<file path="config.mk">
export PLATFORM = sky130hd
export DESIGN_NAME = dm_top
export DESIGN_NICKNAME = d
export VERILOG_FILES = /design/src/source/dm_pkg.sv /design/src/source/dm_dmi_regs.sv /design/src/source/dm_run_ctrl.sv /design/src/source/dm_abstract_cmd.sv /design/src/source/dm_top.sv
export VERILOG_INCLUDE_DIRS = /design/src /design/src/source
export SDC_FILE = /design/constraint.sdc
export NUM_CORES = 1
export LEC_CHECK = 0
export BUFFER_PORTS_ARGS = -buffer_cell sky130_fd_sc_hd__buf_2
export CAP_MARGIN = 20
export CORE_UTILIZATION = 45
export CTS_CLUSTER_DIAMETER = 100
export DETAILED_ROUTE_END_ITERATION = 12
export PLACE_DENSITY = 0.81
export SLEW_MARGIN = 30
export SYNTH_ARGS = -nofsm -noshare
export SYNTH_HDL_FRONTEND = slang
export SYNTH_SLANG_ARGS = --single-unit
export TNS_END_PERCENT = 10
</file>
<file path="constraint.sdc">
create_clock -name clk_i -period 5.8 [get_ports clk_i]
set_input_delay 0.29 -clock clk_i [delete_from_list [all_inputs] [get_ports clk_i]]
set_output_delay 0.29 -clock clk_i [all_outputs]
set_load 0.05 [all_outputs]
</file>
<file path="src/source/dm_macros.svh">
`ifndef DM_MACROS_SVH
`define DM_MACROS_SVH

// widths fixed by the debug spec
`define DM_XLEN                         32
`define DM_DMI_ADDR_W                   7
`define DM_REGNO_W                      16

// dmi opcodes, 3 is reserved
`define DM_OP_NOP                       2'd0
`define DM_OP_READ                      2'd1
`define DM_OP_WRITE                     2'd2

// debug register map
`define DM_ADDR_DATA0                   7'h04
`define DM_ADDR_DATA1                   7'h05
`define DM_ADDR_DMCONTROL               7'h10
`define DM_ADDR_DMSTATUS                7'h11
`define DM_ADDR_ABSTRACTCS              7'h16
`define DM_ADDR_COMMAND                 7'h17

// abstract command types
`define DM_CMD_ACCESS_REG               8'd0
`define DM_CMD_ACCESS_MEM               8'd2

// status bit positions
`define DM_DMSTATUS_ALLHALTED_BIT       9
`define DM_DMSTATUS_ALLRUNNING_BIT      11
`define DM_DMSTATUS_ALLRESUMEACK_BIT    17
`define DM_ABSTRACTCS_BUSY_BIT          12

`endif

</file>
<file path="src/source/dm_pkg.sv">
`default_nettype none

`include "dm_macros.svh"

package dm_pkg;

    //////////////////////////////////////////////////////////////////////
    // dmi transport
    //////////////////////////////////////////////////////////////////////

    typedef struct packed {
        logic [1:0]                    op;
        logic [`DM_DMI_ADDR_W-1:0]     addr;
        logic [`DM_XLEN-1:0]           data;
    } dmi_req_t;

    typedef struct packed {
        logic [`DM_XLEN-1:0]           data;
        logic                          error;
    } dmi_resp_t;

    //////////////////////////////////////////////////////////////////////
    // debug registers
    //////////////////////////////////////////////////////////////////////

    typedef struct packed {
        logic                          haltreq;
        logic                          resumereq;
        logic [29:1]                   reserved;
        logic                          dmactive;
    } dmcontrol_t;

    typedef struct packed {
        logic [7:0]                    cmdtype;
        logic [23:18]                  reserved;
        logic                          transfer;
        logic                          write;
        logic [`DM_REGNO_W-1:0]        regno;
    } access_reg_t;

    typedef struct packed {
        logic [7:0]                    cmdtype;
        logic [23:17]                  reserved_hi;
        logic                          write;
        logic [15:0]                   reserved_lo;
    } access_mem_t;

    // one command word, meaning picked by cmdtype
    typedef union packed {
        access_reg_t                   reg_access;
        access_mem_t                   mem_access;
    } dm_command_u;

    //////////////////////////////////////////////////////////////////////
    // internal links
    //////////////////////////////////////////////////////////////////////

    typedef struct packed {
        logic                          halted;
        logic                          running;
        logic                          resumeack;
    } hart_status_t;

    typedef struct packed {
        logic                          en;
        logic                          we;
        logic [`DM_REGNO_W-1:0]        addr;
        logic [`DM_XLEN-1:0]           wdata;
    } reg_xfer_t;

    typedef struct packed {
        logic                          valid;
        logic [`DM_XLEN-1:0]           data;
    } data0_upd_t;

    typedef enum logic [1:0] {
        NORMAL,
        HALTING,
        HALTED,
        RESUMING
    } run_state_e;

    typedef enum logic [2:0] {
        IDLE,
        START,
        TRANSFER,
        MEM_READ,
        DONE
    } cmd_state_e;

endpackage

`default_nettype wire

</file>
<file path="src/source/dm_dmi_regs.sv">
`default_nettype none

`include "dm_macros.svh"

module dm_dmi_regs (
    input  logic                   clk_i,
    input  logic                   reset_i,

    // dmi request and response
    input  logic                   dmi_req_valid_i,
    input  dm_pkg::dmi_req_t       dmi_req_i,
    output logic                   dmi_req_ready_o,
    output logic                   dmi_resp_valid_o,
    output dm_pkg::dmi_resp_t      dmi_resp_o,

    // status from the run control and the command engine
    input  dm_pkg::hart_status_t   hart_status_i,
    input  logic                   clear_run_req_i,
    input  logic                   busy_i,
    input  dm_pkg::data0_upd_t     data0_upd_i,

    // register contents
    output dm_pkg::dmcontrol_t     dmcontrol_o,
    output dm_pkg::dm_command_u    command_o,
    output logic [`DM_XLEN-1:0]    data0_o,
    output logic [`DM_XLEN-1:0]    data1_o,
    output logic                   cmd_start_o
);

    import dm_pkg::*;

    logic                  accept;
    logic                  is_read;
    logic                  is_write;
    logic                  op_bad;
    logic                  rd_ok;
    logic                  wr_ok;
    logic                  arg_locked;
    logic                  hit_dmcontrol;
    logic                  hit_command;
    logic                  hit_data0;
    logic                  hit_data1;
    logic                  wr_dmcontrol;
    logic                  wr_command;
    logic                  wr_data0;
    logic                  wr_data1;
    logic [`DM_XLEN-1:0]   dmstatus;
    logic [`DM_XLEN-1:0]   abstractcs;
    logic [`DM_XLEN-1:0]   rd_data;
    dmi_resp_t             resp_d;
    dmcontrol_t            dmcontrol_d;

    // one request in flight, ready drops while the response goes out
    assign dmi_req_ready_o = !dmi_resp_valid_o;
    assign accept          = dmi_req_valid_i && dmi_req_ready_o;

    //////////////////////////////////////////////////////////////////////
    // status words and read mux
    //////////////////////////////////////////////////////////////////////

    always_comb begin
        dmstatus = '0;
        dmstatus[`DM_DMSTATUS_ALLHALTED_BIT]    = hart_status_i.halted;
        dmstatus[`DM_DMSTATUS_ALLRUNNING_BIT]   = hart_status_i.running;
        dmstatus[`DM_DMSTATUS_ALLRESUMEACK_BIT] = hart_status_i.resumeack;

        abstractcs = '0;
        abstractcs[`DM_ABSTRACTCS_BUSY_BIT] = busy_i;

        rd_ok = 1'b1;
        case (dmi_req_i.addr)
            `DM_ADDR_DMSTATUS:   rd_data = dmstatus;
            `DM_ADDR_ABSTRACTCS: rd_data = abstractcs;
            `DM_ADDR_DATA0:      rd_data = data0_o;
            default: begin
                rd_data = '0;
                rd_ok   = 1'b0;
            end
        endcase
    end

    //////////////////////////////////////////////////////////////////////
    // legality checks
    //////////////////////////////////////////////////////////////////////

    always_comb begin
        is_read  = dmi_req_i.op == `DM_OP_READ;
        is_write = dmi_req_i.op == `DM_OP_WRITE;
        op_bad   = !is_read && !is_write && (dmi_req_i.op != `DM_OP_NOP);

        hit_dmcontrol = dmi_req_i.addr == `DM_ADDR_DMCONTROL;
        hit_command   = dmi_req_i.addr == `DM_ADDR_COMMAND;
        hit_data0     = dmi_req_i.addr == `DM_ADDR_DATA0;
        hit_data1     = dmi_req_i.addr == `DM_ADDR_DATA1;

        // command arguments only move while halted and idle
        arg_locked = !hart_status_i.halted || busy_i;
        wr_ok = hit_dmcontrol || ((hit_command || hit_data0 || hit_data1) && !arg_locked);

        wr_dmcontrol = accept && is_write && hit_dmcontrol;
        wr_command   = accept && is_write && hit_command && !arg_locked;
        wr_data0     = accept && is_write && hit_data0 && !arg_locked;
        wr_data1     = accept && is_write && hit_data1 && !arg_locked;

        resp_d.error = op_bad || (is_read && !rd_ok) || (is_write && !wr_ok);
        resp_d.data  = (is_read && rd_ok) ? rd_data : '0;
    end

    // next dmcontrol, run requests drop once the resume is under way
    always_comb begin
        dmcontrol_d = dmcontrol_o;
        if (wr_dmcontrol) begin
            dmcontrol_d          = dmi_req_i.data;
            dmcontrol_d.reserved = '0;
        end else if (clear_run_req_i) begin
            dmcontrol_d.haltreq   = 1'b0;
            dmcontrol_d.resumereq = 1'b0;
        end
    end

    //////////////////////////////////////////////////////////////////////
    // registers
    //////////////////////////////////////////////////////////////////////

    always_ff @(posedge clk_i or negedge reset_i) begin
        if (!reset_i) begin
            dmi_resp_valid_o <= 1'b0;
            dmi_resp_o       <= '0;
            dmcontrol_o      <= '0;
            command_o        <= '0;
            data0_o          <= '0;
            data1_o          <= '0;
            cmd_start_o      <= 1'b0;
        end else begin
            dmi_resp_valid_o <= accept;
            cmd_start_o      <= wr_command;
            dmcontrol_o      <= dmcontrol_d;
            if (accept) begin
                dmi_resp_o <= resp_d;
            end
            if (wr_command) begin
                command_o <= dmi_req_i.data;
            end
            // engine result wins over a dmi write
            if (data0_upd_i.valid) begin
                data0_o <= data0_upd_i.data;
            end else if (wr_data0) begin
                data0_o <= dmi_req_i.data;
            end
            if (wr_data1) begin
                data1_o <= dmi_req_i.data;
            end
        end
    end

    // a response is a single pulse
    a_resp_single : assert property (
        @(posedge clk_i) disable iff (!reset_i)
        dmi_resp_valid_o |=> !dmi_resp_valid_o
    ) else $error("dmi response held for two cycles");

endmodule

`default_nettype wire

</file>
<file path="src/source/dm_run_ctrl.sv">
`default_nettype none

module dm_run_ctrl (
    input  logic                  clk_i,
    input  logic                  reset_i,
    input  dm_pkg::dmcontrol_t    dmcontrol_i,
    input  logic                  busy_i,

    // hart handshake
    input  logic                  core_halt_ack_i,
    input  logic                  core_resume_ack_i,
    input  logic                  core_ebreak_i,
    output logic                  core_halt_req_o,
    output logic                  core_resume_req_o,

    output logic                  clear_run_req_o,
    output dm_pkg::hart_status_t  hart_status_o
);

    import dm_pkg::*;

    run_state_e  state_q;
    run_state_e  state_d;
    logic        resumeack_q;
    logic        halt_entry;

    //////////////////////////////////////////////////////////////////////
    // run control FSM
    //////////////////////////////////////////////////////////////////////

    always_comb begin
        state_d = state_q;
        case (state_q)
            NORMAL: begin
                if (dmcontrol_i.dmactive && (dmcontrol_i.haltreq || core_ebreak_i)) begin
                    state_d = HALTING;
                end
            end
            HALTING: begin
                if (core_halt_ack_i) begin
                    state_d = HALTED;
                end
            end
            HALTED: begin
                // no resume while a command is running
                if (dmcontrol_i.resumereq && !dmcontrol_i.haltreq && !busy_i) begin
                    state_d = RESUMING;
                end
            end
            RESUMING: begin
                if (core_resume_ack_i) begin
                    state_d = NORMAL;
                end
            end
            default: state_d = NORMAL;
        endcase
    end

    assign halt_entry = (state_q == NORMAL) && (state_d == HALTING);

    always_ff @(posedge clk_i or negedge reset_i) begin
        if (!reset_i) begin
            state_q     <= NORMAL;
            resumeack_q <= 1'b0;
        end else begin
            state_q <= state_d;
            // sticky until the next halt
            if (halt_entry) begin
                resumeack_q <= 1'b0;
            end else if ((state_q == RESUMING) && core_resume_ack_i) begin
                resumeack_q <= 1'b1;
            end
        end
    end

    // outputs
    assign core_halt_req_o   = (state_q == HALTING) || (state_q == HALTED);
    assign core_resume_req_o = state_q == RESUMING;
    assign clear_run_req_o   = state_q == RESUMING;

    assign hart_status_o.halted    = state_q == HALTED;
    assign hart_status_o.running   = state_q == NORMAL;
    assign hart_status_o.resumeack = resumeack_q;

    a_req_exclusive : assert property (
        @(posedge clk_i) disable iff (!reset_i)
        core_resume_req_o |-> !core_halt_req_o
    ) else $error("halt and resume requested together");

endmodule

`default_nettype wire

</file>
<file path="src/source/dm_abstract_cmd.sv">
`default_nettype none

`include "dm_macros.svh"

module dm_abstract_cmd (
    input  logic                  clk_i,
    input  logic                  reset_i,
    input  logic                  cmd_start_i,
    input  dm_pkg::dm_command_u   command_i,
    input  logic [`DM_XLEN-1:0]   data0_i,
    input  logic [`DM_XLEN-1:0]   data1_i,
    output logic                  busy_o,

    // hart register port
    output dm_pkg::reg_xfer_t     core_reg_o,
    input  logic [`DM_XLEN-1:0]   core_reg_rdata_i,

    // memory read port
    output logic                  mem_rd_en_o,
    output logic [`DM_XLEN-1:0]   mem_rd_addr_o,
    input  logic [`DM_XLEN-1:0]   mem_rd_data_i,

    output dm_pkg::data0_upd_t    data0_upd_o
);

    import dm_pkg::*;

    cmd_state_e   state_q;
    cmd_state_e   state_d;
    access_reg_t  reg_cmd;
    access_mem_t  mem_cmd;
    logic         is_reg;
    logic         is_mem;

    // same word, two views
    assign reg_cmd = command_i.reg_access;
    assign mem_cmd = command_i.mem_access;
    assign is_reg  = reg_cmd.cmdtype == `DM_CMD_ACCESS_REG;
    assign is_mem  = mem_cmd.cmdtype == `DM_CMD_ACCESS_MEM;

    //////////////////////////////////////////////////////////////////////
    // command sequencer
    //////////////////////////////////////////////////////////////////////

    always_comb begin
        state_d = state_q;
        case (state_q)
            IDLE: begin
                if (cmd_start_i) begin
                    state_d = START;
                end
            end
            START: begin
                if (is_reg && reg_cmd.transfer) begin
                    state_d = TRANSFER;
                end else if (is_mem && !mem_cmd.write) begin
                    state_d = MEM_READ;
                end else begin
                    // no transfer, memory write or unknown type
                    state_d = DONE;
                end
            end
            TRANSFER: state_d = DONE;
            MEM_READ: state_d = DONE;
            DONE:     state_d = IDLE;
            default:  state_d = IDLE;
        endcase
    end

    always_ff @(posedge clk_i or negedge reset_i) begin
        if (!reset_i) begin
            state_q <= IDLE;
        end else begin
            state_q <= state_d;
        end
    end

    assign busy_o = state_q != IDLE;

    // register transfer, read data comes back in the same cycle
    assign core_reg_o.en    = state_q == TRANSFER;
    assign core_reg_o.we    = reg_cmd.write;
    assign core_reg_o.addr  = reg_cmd.regno;
    assign core_reg_o.wdata = data0_i;

    assign mem_rd_en_o   = state_q == MEM_READ;
    assign mem_rd_addr_o = data1_i;

    // results land in data0
    assign data0_upd_o.valid = ((state_q == TRANSFER) && !reg_cmd.write) || mem_rd_en_o;
    assign data0_upd_o.data  = mem_rd_en_o ? mem_rd_data_i : core_reg_rdata_i;

    a_port_exclusive : assert property (
        @(posedge clk_i) disable iff (!reset_i)
        !(core_reg_o.en && mem_rd_en_o)
    ) else $error("register and memory ports enabled together");

    // the register block must hold commands back while busy
    a_start_idle : assert property (
        @(posedge clk_i) disable iff (!reset_i)
        cmd_start_i |-> !busy_o
    ) else $error("command started while busy");

endmodule

`default_nettype wire

</file>
<file path="src/source/dm_top.sv">
`default_nettype none

`include "dm_macros.svh"

module dm_top (
    input  logic                  clk_i,
    input  logic                  reset_i,

    // dmi
    input  logic                  dmi_req_valid_i,
    input  dm_pkg::dmi_req_t      dmi_req_i,
    output logic                  dmi_req_ready_o,
    output logic                  dmi_resp_valid_o,
    output dm_pkg::dmi_resp_t     dmi_resp_o,

    // hart run control
    input  logic                  core_halt_ack_i,
    input  logic                  core_resume_ack_i,
    input  logic                  core_ebreak_i,
    output logic                  core_halt_req_o,
    output logic                  core_resume_req_o,

    // hart register transfer
    output dm_pkg::reg_xfer_t     core_reg_o,
    input  logic [`DM_XLEN-1:0]   core_reg_rdata_i,

    // data memory
    output logic                  mem_rd_en_o,
    output logic [`DM_XLEN-1:0]   mem_rd_addr_o,
    input  logic [`DM_XLEN-1:0]   mem_rd_data_i
);

    import dm_pkg::*;

    dmcontrol_t            dmcontrol;
    dm_command_u           command;
    logic [`DM_XLEN-1:0]   data0;
    logic [`DM_XLEN-1:0]   data1;
    logic                  cmd_start;
    logic                  busy;
    logic                  clear_run_req;
    hart_status_t          hart_status;
    data0_upd_t            data0_upd;

    dm_dmi_regs dm_dmi_regs_inst (
        .clk_i            (clk_i),
        .reset_i          (reset_i),
        .dmi_req_valid_i  (dmi_req_valid_i),
        .dmi_req_i        (dmi_req_i),
        .dmi_req_ready_o  (dmi_req_ready_o),
        .dmi_resp_valid_o (dmi_resp_valid_o),
        .dmi_resp_o       (dmi_resp_o),
        .hart_status_i    (hart_status),
        .clear_run_req_i  (clear_run_req),
        .busy_i           (busy),
        .data0_upd_i      (data0_upd),
        .dmcontrol_o      (dmcontrol),
        .command_o        (command),
        .data0_o          (data0),
        .data1_o          (data1),
        .cmd_start_o      (cmd_start)
    );

    dm_run_ctrl dm_run_ctrl_inst (
        .clk_i             (clk_i),
        .reset_i           (reset_i),
        .dmcontrol_i       (dmcontrol),
        .busy_i            (busy),
        .core_halt_ack_i   (core_halt_ack_i),
        .core_resume_ack_i (core_resume_ack_i),
        .core_ebreak_i     (core_ebreak_i),
        .core_halt_req_o   (core_halt_req_o),
        .core_resume_req_o (core_resume_req_o),
        .clear_run_req_o   (clear_run_req),
        .hart_status_o     (hart_status)
    );

    dm_abstract_cmd dm_abstract_cmd_inst (
        .clk_i            (clk_i),
        .reset_i          (reset_i),
        .cmd_start_i      (cmd_start),
        .command_i        (command),
        .data0_i          (data0),
        .data1_i          (data1),
        .busy_o           (busy),
        .core_reg_o       (core_reg_o),
        .core_reg_rdata_i (core_reg_rdata_i),
        .mem_rd_en_o      (mem_rd_en_o),
        .mem_rd_addr_o    (mem_rd_addr_o),
        .mem_rd_data_i    (mem_rd_data_i),
        .data0_upd_o      (data0_upd)
    );

endmodule

`default_nettype wire

</file>
==> flow_metrics.tcl, run 1 <==
set metrics [dict create \
    status "completed" \
    final_util 0.599 \
    wirelength_um 16500 \
    slew_viol_final 0 \
    clk_latency_ns 0.42 \
    cpPeakStageDelay_ns 0.97 \
    grt_max_degree 69 \
    crit_buf_inv 2 \
    coreArea_mm2 0.0134 \
    crit_type "register to register" \
    leakagePower_nw 4.32 \
    overflow 0 \
    avgSynthCellArea_um2 13.9 \
    combPwrFrac 0.071 \
    dp_slack_ns 2.44 \
    port_buffers 230 \
    rows 42 \
    nFillCells 1082 \
    p_clk_frac 0.476 \
    start_kind "register" \
    dr_wl_met3_um 972 \
    die_area_mm2 0.0144 \
    worst_slew_pin_slew_ns 0.941 \
    die_width_um 120 \
    finalSetupViolCount 0 \
    ys_types 45 \
    synthesis.nets 568 \
    ys_warn_count 0 \
    whs_ns 0.118 \
    syn_inst 452 \
    htree_num_levels 4 \
    routabilityCongestion 0.828 \
    worstPathArrival_ns 3.41 \
    drcViolationCount 0 \
    met2_length_um 8270 \
    switching_share 0.231 \
    nets 783 \
    hold_buffers 1 \
    cp_cell_sequence "inv_1 -> a21oi_4 -> o21bai_4 -> buf_8 -> mux2_2" \
    setup_slack_ns 2.69 \
    via_count 4680 \
    internal_power_mw 1.60 \
    p_switching_mw 0.481 \
    power_density_mw_per_mm2 260 \
    crit_path_end_kind "register" \
    clock_sinks 134 \
    fin_crit_sh 0.535 \
    ant_nets 0 \
    multi_input_area_mm2 0.00263 \
    fin_cells 854 \
    avgViaCountPerCell 5.48 \
    wl_met1_um 6960 \
    clockBufferDepth 2 \
    dp.cells 821 \
    drt_iter0_drc 297 \
    holdCritPathClass "input port to register" \
    final_area_mm2 0.00802 \
    synth-main-ff-cell "dfrtp_1" \
    synth_edf_count 0 \
    die_h_um 120 \
    antenna_found_initial 0 \
    dp_hpwl_um 11500 \
    grt_pass1_wl_um 25400 \
    cts_buffers 17 \
    crit_slowest_cell "dfrtp_2" \
    async_flop_share 1.00 \
    initial_core_util 0.468 \
    layout-drive-gt1-share 0.621 \
    clock_skew_ns 0.00603 \
    crit_family "compound AO/OA/AOI/OAI gates" \
    io_pins 231 \
    pwr-share-seq 0.453 \
    final_common_cell "buf_2" \
    track_usage 0.233 \
    layout_common_cells "buf_2, mux2_2, dfrtp_1" \
    tritoncts "done" \
    hold_violations 0 \
    min_period_ns 3.11 \
    grt_pass1_vias 4893 \
    wl_per_cell_um 19.3 \
    yosysSeqAreaShare 0.535 \
    maxCapViolations 0 \
    finalSetupTns_ns 0 \
    cts_resized 0 \
    syn_area_mm2 0.00627 \
    regArea_mm2 0.00335 \
    cp_max_fo 36 \
    vdd.ir_drop.worst_uv 169 \
    n_antenna_cell 0 \
    p_total_mw 2.08 \
    postCtsSetupBuffers 0 \
    rsz0062_at_grt "no" \
    synth-seq-cells 134 \
    postPlaceCellArea_mm2 0.00743 \
    area_growth_pct 27.9 \
    root_buffer "clkbuf_16" \
    fmax_mhz 322 \
    clk_pin_slew_ns 0.06 \
    first_pass_iters 4 \
    required_ns 6.10 \
    slew_headroom 0.373 \
    routed.top_layer "met4" \
]
[area by class of cell]
class | count | share of cell area
flip-flops and latches | 134 | 0.418
inverters | 10 | 0.00468
repair buffers | 237 | 0.155
multi-input cells | 267 | 0.328
well taps | 176 | 0.0275
clock inverters | 9 | 0.00998
clock buffers | 21 | 0.0574
[registers in the layout, summed over array words and instances, names as in the netlist, 2 cells and up]
register                      flops
dm_run_ctrl_inst.state_q          2
dm_dmi_regs_inst.command_o       26
dm_dmi_regs_inst.data0_o         32
dm_dmi_regs_inst.dmi_resp_o      33
dm_dmi_regs_inst.data1_o         32
dm_abstract_cmd_inst.state_q      3
dm_dmi_regs_inst.dmcontrol_o      3
[power by group through the flow]
stage | combinational (mW) | clock [mW] | sequential (mW)
2_1_floorplan | 0.0606 | 0 | 0.965
3_5_place_dp | 0.148 | 0 | 0.960
5_1_grt | 0.163 | 1.04 | 0.943
4_1_cts | 0.149 | 1.01 | 0.943
6_report | 0.149 | 0.991 | 0.943
3_3_place_gp | 0.141 | 0 | 0.959
[cells in the mapped netlist (all sizes together) (4+ instances only)]
cell type  number  area share
dfrtp         134        0.53
nand2          10      0.0060
clkbuf          9      0.0054
a21oi          11      0.0088
a22o           31       0.043
ha              5       0.010
buf            32       0.039
or4bb           4      0.0072
a221o           4      0.0064
inv            10      0.0060
nor3            4      0.0058
nor2            4      0.0024
nor4            7      0.0080
mux2          149        0.27
[worst paths after layout]
kind | start | end | slack (ns) | cells after the start
worst max register to register | dm_abstract_cmd_inst.state_q[0] | dm_dmi_regs_inst.data0_o[12] | 2.69 | 5
min in group asynchronous | reset_i | dm_run_ctrl_inst.state_q[1] | 0.44 | 2
worst max-delay path | dm_abstract_cmd_inst.state_q[0] | dm_dmi_regs_inst.data0_o[12] | 2.69 | 5
worst min-delay path | dmi_req_i[4] | dm_dmi_regs_inst.data1_o[4] | 0.12 | 2
worst min register to register | dm_dmi_regs_inst.dmi_resp_o[13] | dm_dmi_regs_inst.dmi_resp_o[13] | 0.48 | 2
max in group asynchronous | reset_i | dm_abstract_cmd_inst.state_q[0] | 4.02 | 3
[routing by layer]
layer  vias up  track usage
met5         -            0
met4         0       0.0953
met3        26       0.0551
met2       190        0.385
met1      2374        0.293
li1       2090            -
[logic make-up after synthesis]
family,synth area share
AO/OA/AOI/OAI,0.0864
buffers and inverters,0.0501
adder cells (fa/ha/maj),0.00997
multiplexers,0.267
flip-flops,0.535
AND/OR/NAND/NOR,0.0517
Note: power is estimated with default switching activity, not from simulation.
==> run 2: changes to the inputs <==
--- a/config.mk
+++ b/config.mk
@@ -6,6 +6,7 @@
 export SDC_FILE = /design/constraint.sdc
 export NUM_CORES = 1
 export LEC_CHECK = 0
+export ABC_AREA = 1
 export BUFFER_PORTS_ARGS = -buffer_cell sky130_fd_sc_hd__buf_2
 export CAP_MARGIN = 20
 export CORE_UTILIZATION = 45
==> constraint.sdc (replaced) <==
create_clock -name clk_i -period 3.2 [get_ports clk_i]
set_input_delay 0.16 -clock clk_i [delete_from_list [all_inputs] [get_ports clk_i]]
set_output_delay 0.16 -clock clk_i [all_outputs]
set_load 0.05 [all_outputs]
==> run 2 against run 1 <==
Register-to-register slack worse by 1.9 ns. Core utilization hardly changed. Fmax is 30% higher. Total power is 140% higher. Critical endpoint is now dm_dmi_regs_inst.command_o[4]. Largest power group unchanged. Highest routed layer is now met5.
==> flow_metrics.tcl, run 2 <==
set metrics [dict create \
    status "completed" \
    first_pass_iters 7 \
    track_usage 0.264 \
    n_antenna_cell 0 \
    cp_max_fo 53 \
    worst_slew_pin_slew_ns 0.883 \
    clock_sinks 134 \
    via_count 5802 \
    yosys.area.top_type "dfrtp_1" \
    min_period_ns 2.39 \
    syn_area_mm2 0.00620 \
    clock_skew_ns 0.00737 \
    cpPeakStageDelay_ns 0.60 \
    async_flop_share 1.00 \
    avgViaCountPerCell 5.02 \
    synth.top_cell.area_share 0.541 \
    leakagePower_nw 4.49 \
    layout_common_cells "buf_2, nand2_1, o21ai_0" \
    clockBufferDepth 2 \
    die_width_um 119 \
    yosys-top-cells-count "nand2_1, o21ai_0, dfrtp_1" \
    vdd.ir_drop.worst_uv 297 \
    slew_headroom 0.407 \
    layout-drive-gt1-share 0.292 \
    cts_resized 0 \
    synth-main-ff-cell "dfrtp_1" \
    clk_latency_ns 0.42 \
    crit_slowest_cell "nand2_2" \
    ys_warn_count 0 \
    drt_iter0_drc 370 \
    crit_buf_inv 2 \
    finalSetupViolCount 0 \
    path_common_cell "inv_1" \
    overflow 0 \
    power_density_mw_per_mm2 614 \
    dp_slack_ns 0.758 \
    io_pins 231 \
    crit_type "register to register" \
    ant_nets 0 \
    slew_viol_final 0 \
    grt_max_degree 61 \
    worstPathArrival_ns 2.70 \
    final_common_cell "buf_2" \
    nets 1082 \
    wirelength_um 18200 \
    yosys-top-cells-area "dfrtp_1, nand2_1, o21ai_0" \
    coreArea_mm2 0.0133 \
    largest_register_ffs 33 \
    reg_top3 "dm_dmi_regs_inst.dmi_resp_o: 33 flops, dm_dmi_regs_inst.data0_o: 32 flops, dm_dmi_regs_inst.data1_o: 32 flops" \
    hold_buffers 4 \
    htree_num_levels 4 \
    fin_crit_sh 0.746 \
    port_buffers 230 \
    dp_hpwl_um 13300 \
    area_growth_pct 28.9 \
    whs_ns 0.0267 \
    maxCapViolations 0 \
    drcViolationCount 0 \
    max_flop_register "dm_dmi_regs_inst.dmi_resp_o" \
    grt_pass1_vias 5434 \
    clk_pin_slew_ns 0.06 \
    avgSynthCellArea_um2 8.19 \
    crit_path_end_kind "register" \
    finalSetupTns_ns 0 \
    start_kind "register" \
    grt_pass1_wl_um 28200 \
    fmax_mhz 419 \
    rows 42 \
    holdCritPathClass "input port to register" \
    die_area_mm2 0.0143 \
    rsz0062_at_grt "no" \
    tritoncts "done" \
    crit_family "simple AND/OR/NAND/NOR gates" \
    routabilityCongestion 0.875 \
    antenna_found_initial 1 \
    required_ns 3.51 \
    cts_buffers 17 \
    yosysSeqAreaShare 0.541 \
    synthesis.nets 873 \
    die_h_um 119 \
    root_buffer "clkbuf_16" \
    synth_edf_count 0 \
    yosysMostFrequentCell "nand2_1" \
    cp_cell_sequence "inv_1 -> ha_1 -> inv_1 -> nor3_4 -> nand2_2 -> o21ai_0" \
    ys_types 27 \
    wl_per_cell_um 15.7 \
    hold_violations 0 \
    setup_slack_ns 0.813 \
    initial_core_util 0.465 \
    postCtsSetupBuffers 0 \
    syn_inst 757 \
    synth-seq-cells 134 \
]
[run 2: final timing paths]
check	start	end	slack, ns	cells past startpoint
max in group asynchronous	reset_i	dm_dmi_regs_inst.dmi_resp_o[24]	2.04	4
worst max-delay path	dm_run_ctrl_inst.state_q[0]	dm_dmi_regs_inst.command_o[4]	0.81	6
worst max register to register	dm_run_ctrl_inst.state_q[0]	dm_dmi_regs_inst.command_o[4]	0.81	6
min in group asynchronous	reset_i	dm_dmi_regs_inst.data1_o[3]	0.29	2
worst min-delay path	dmi_req_i[19]	dm_dmi_regs_inst.data1_o[19]	0.03	3
worst min register to register	dm_dmi_regs_inst.data1_o[19]	dm_dmi_regs_inst.data1_o[19]	0.47	2
[run 2: routing by layer]
layer / up-vias / global-route usage / share of wire
li1: 2803 / - / -
met1: 2694 / 0.331 / 0.41
met2: 280 / 0.442 / 0.49
met3: 23 / 0.0694 / 0.086
met4: 2 / 0.0875 / 0.017
met5: - / 0 / 0.00044
[run 2: cells by family after synthesis]
group,synth area share
AO/OA/AOI/OAI,0.156
adder cells (fa/ha/maj),0.0101
buffers and inverters,0.103
AND/OR/NAND/NOR,0.190
flip-flops,0.541
[run 2: report_power, final]
| part | switching, mW | internal [mW] |
|---|---|---|
| logic | 0.798 | 0.259 |
| clock network | 0.759 | 1.17 |
| registers | 0.0935 | 1.83 |
| total | 1.65 | 3.26 |
[run 2: tightest hold or removal path, cell delays in order]
cell	delay, ns
buf_2	0.11
nand3_1	0.08
nand2_1	0.06
[run 2: through the flow]
step                      instances  area, um2  utilization  power [mW]
final                          1155       8000        0.599        4.91
after global routing           1155       8000        0.599        5.10
after CTS                      1155       7990        0.599        4.94
after detailed placement       1119       7360        0.551        3.00
after global placement         1118       7330        0.549        2.97
after floorplan                 757       6200            -        2.66
[run 2: final cells by class]
| class | instances | area [um2] |
|---|---|---|
| clock inverters | 14 | 150 |
| well taps | 176 | 220 |
| inverters | 90 | 338 |
| fillers | 1202 | 5350 |
| clock buffers | 18 | 439 |
| repair buffers | 241 | 1270 |
| multi-input cells | 482 | 2220 |
| flip-flops and latches | 134 | 3350 |
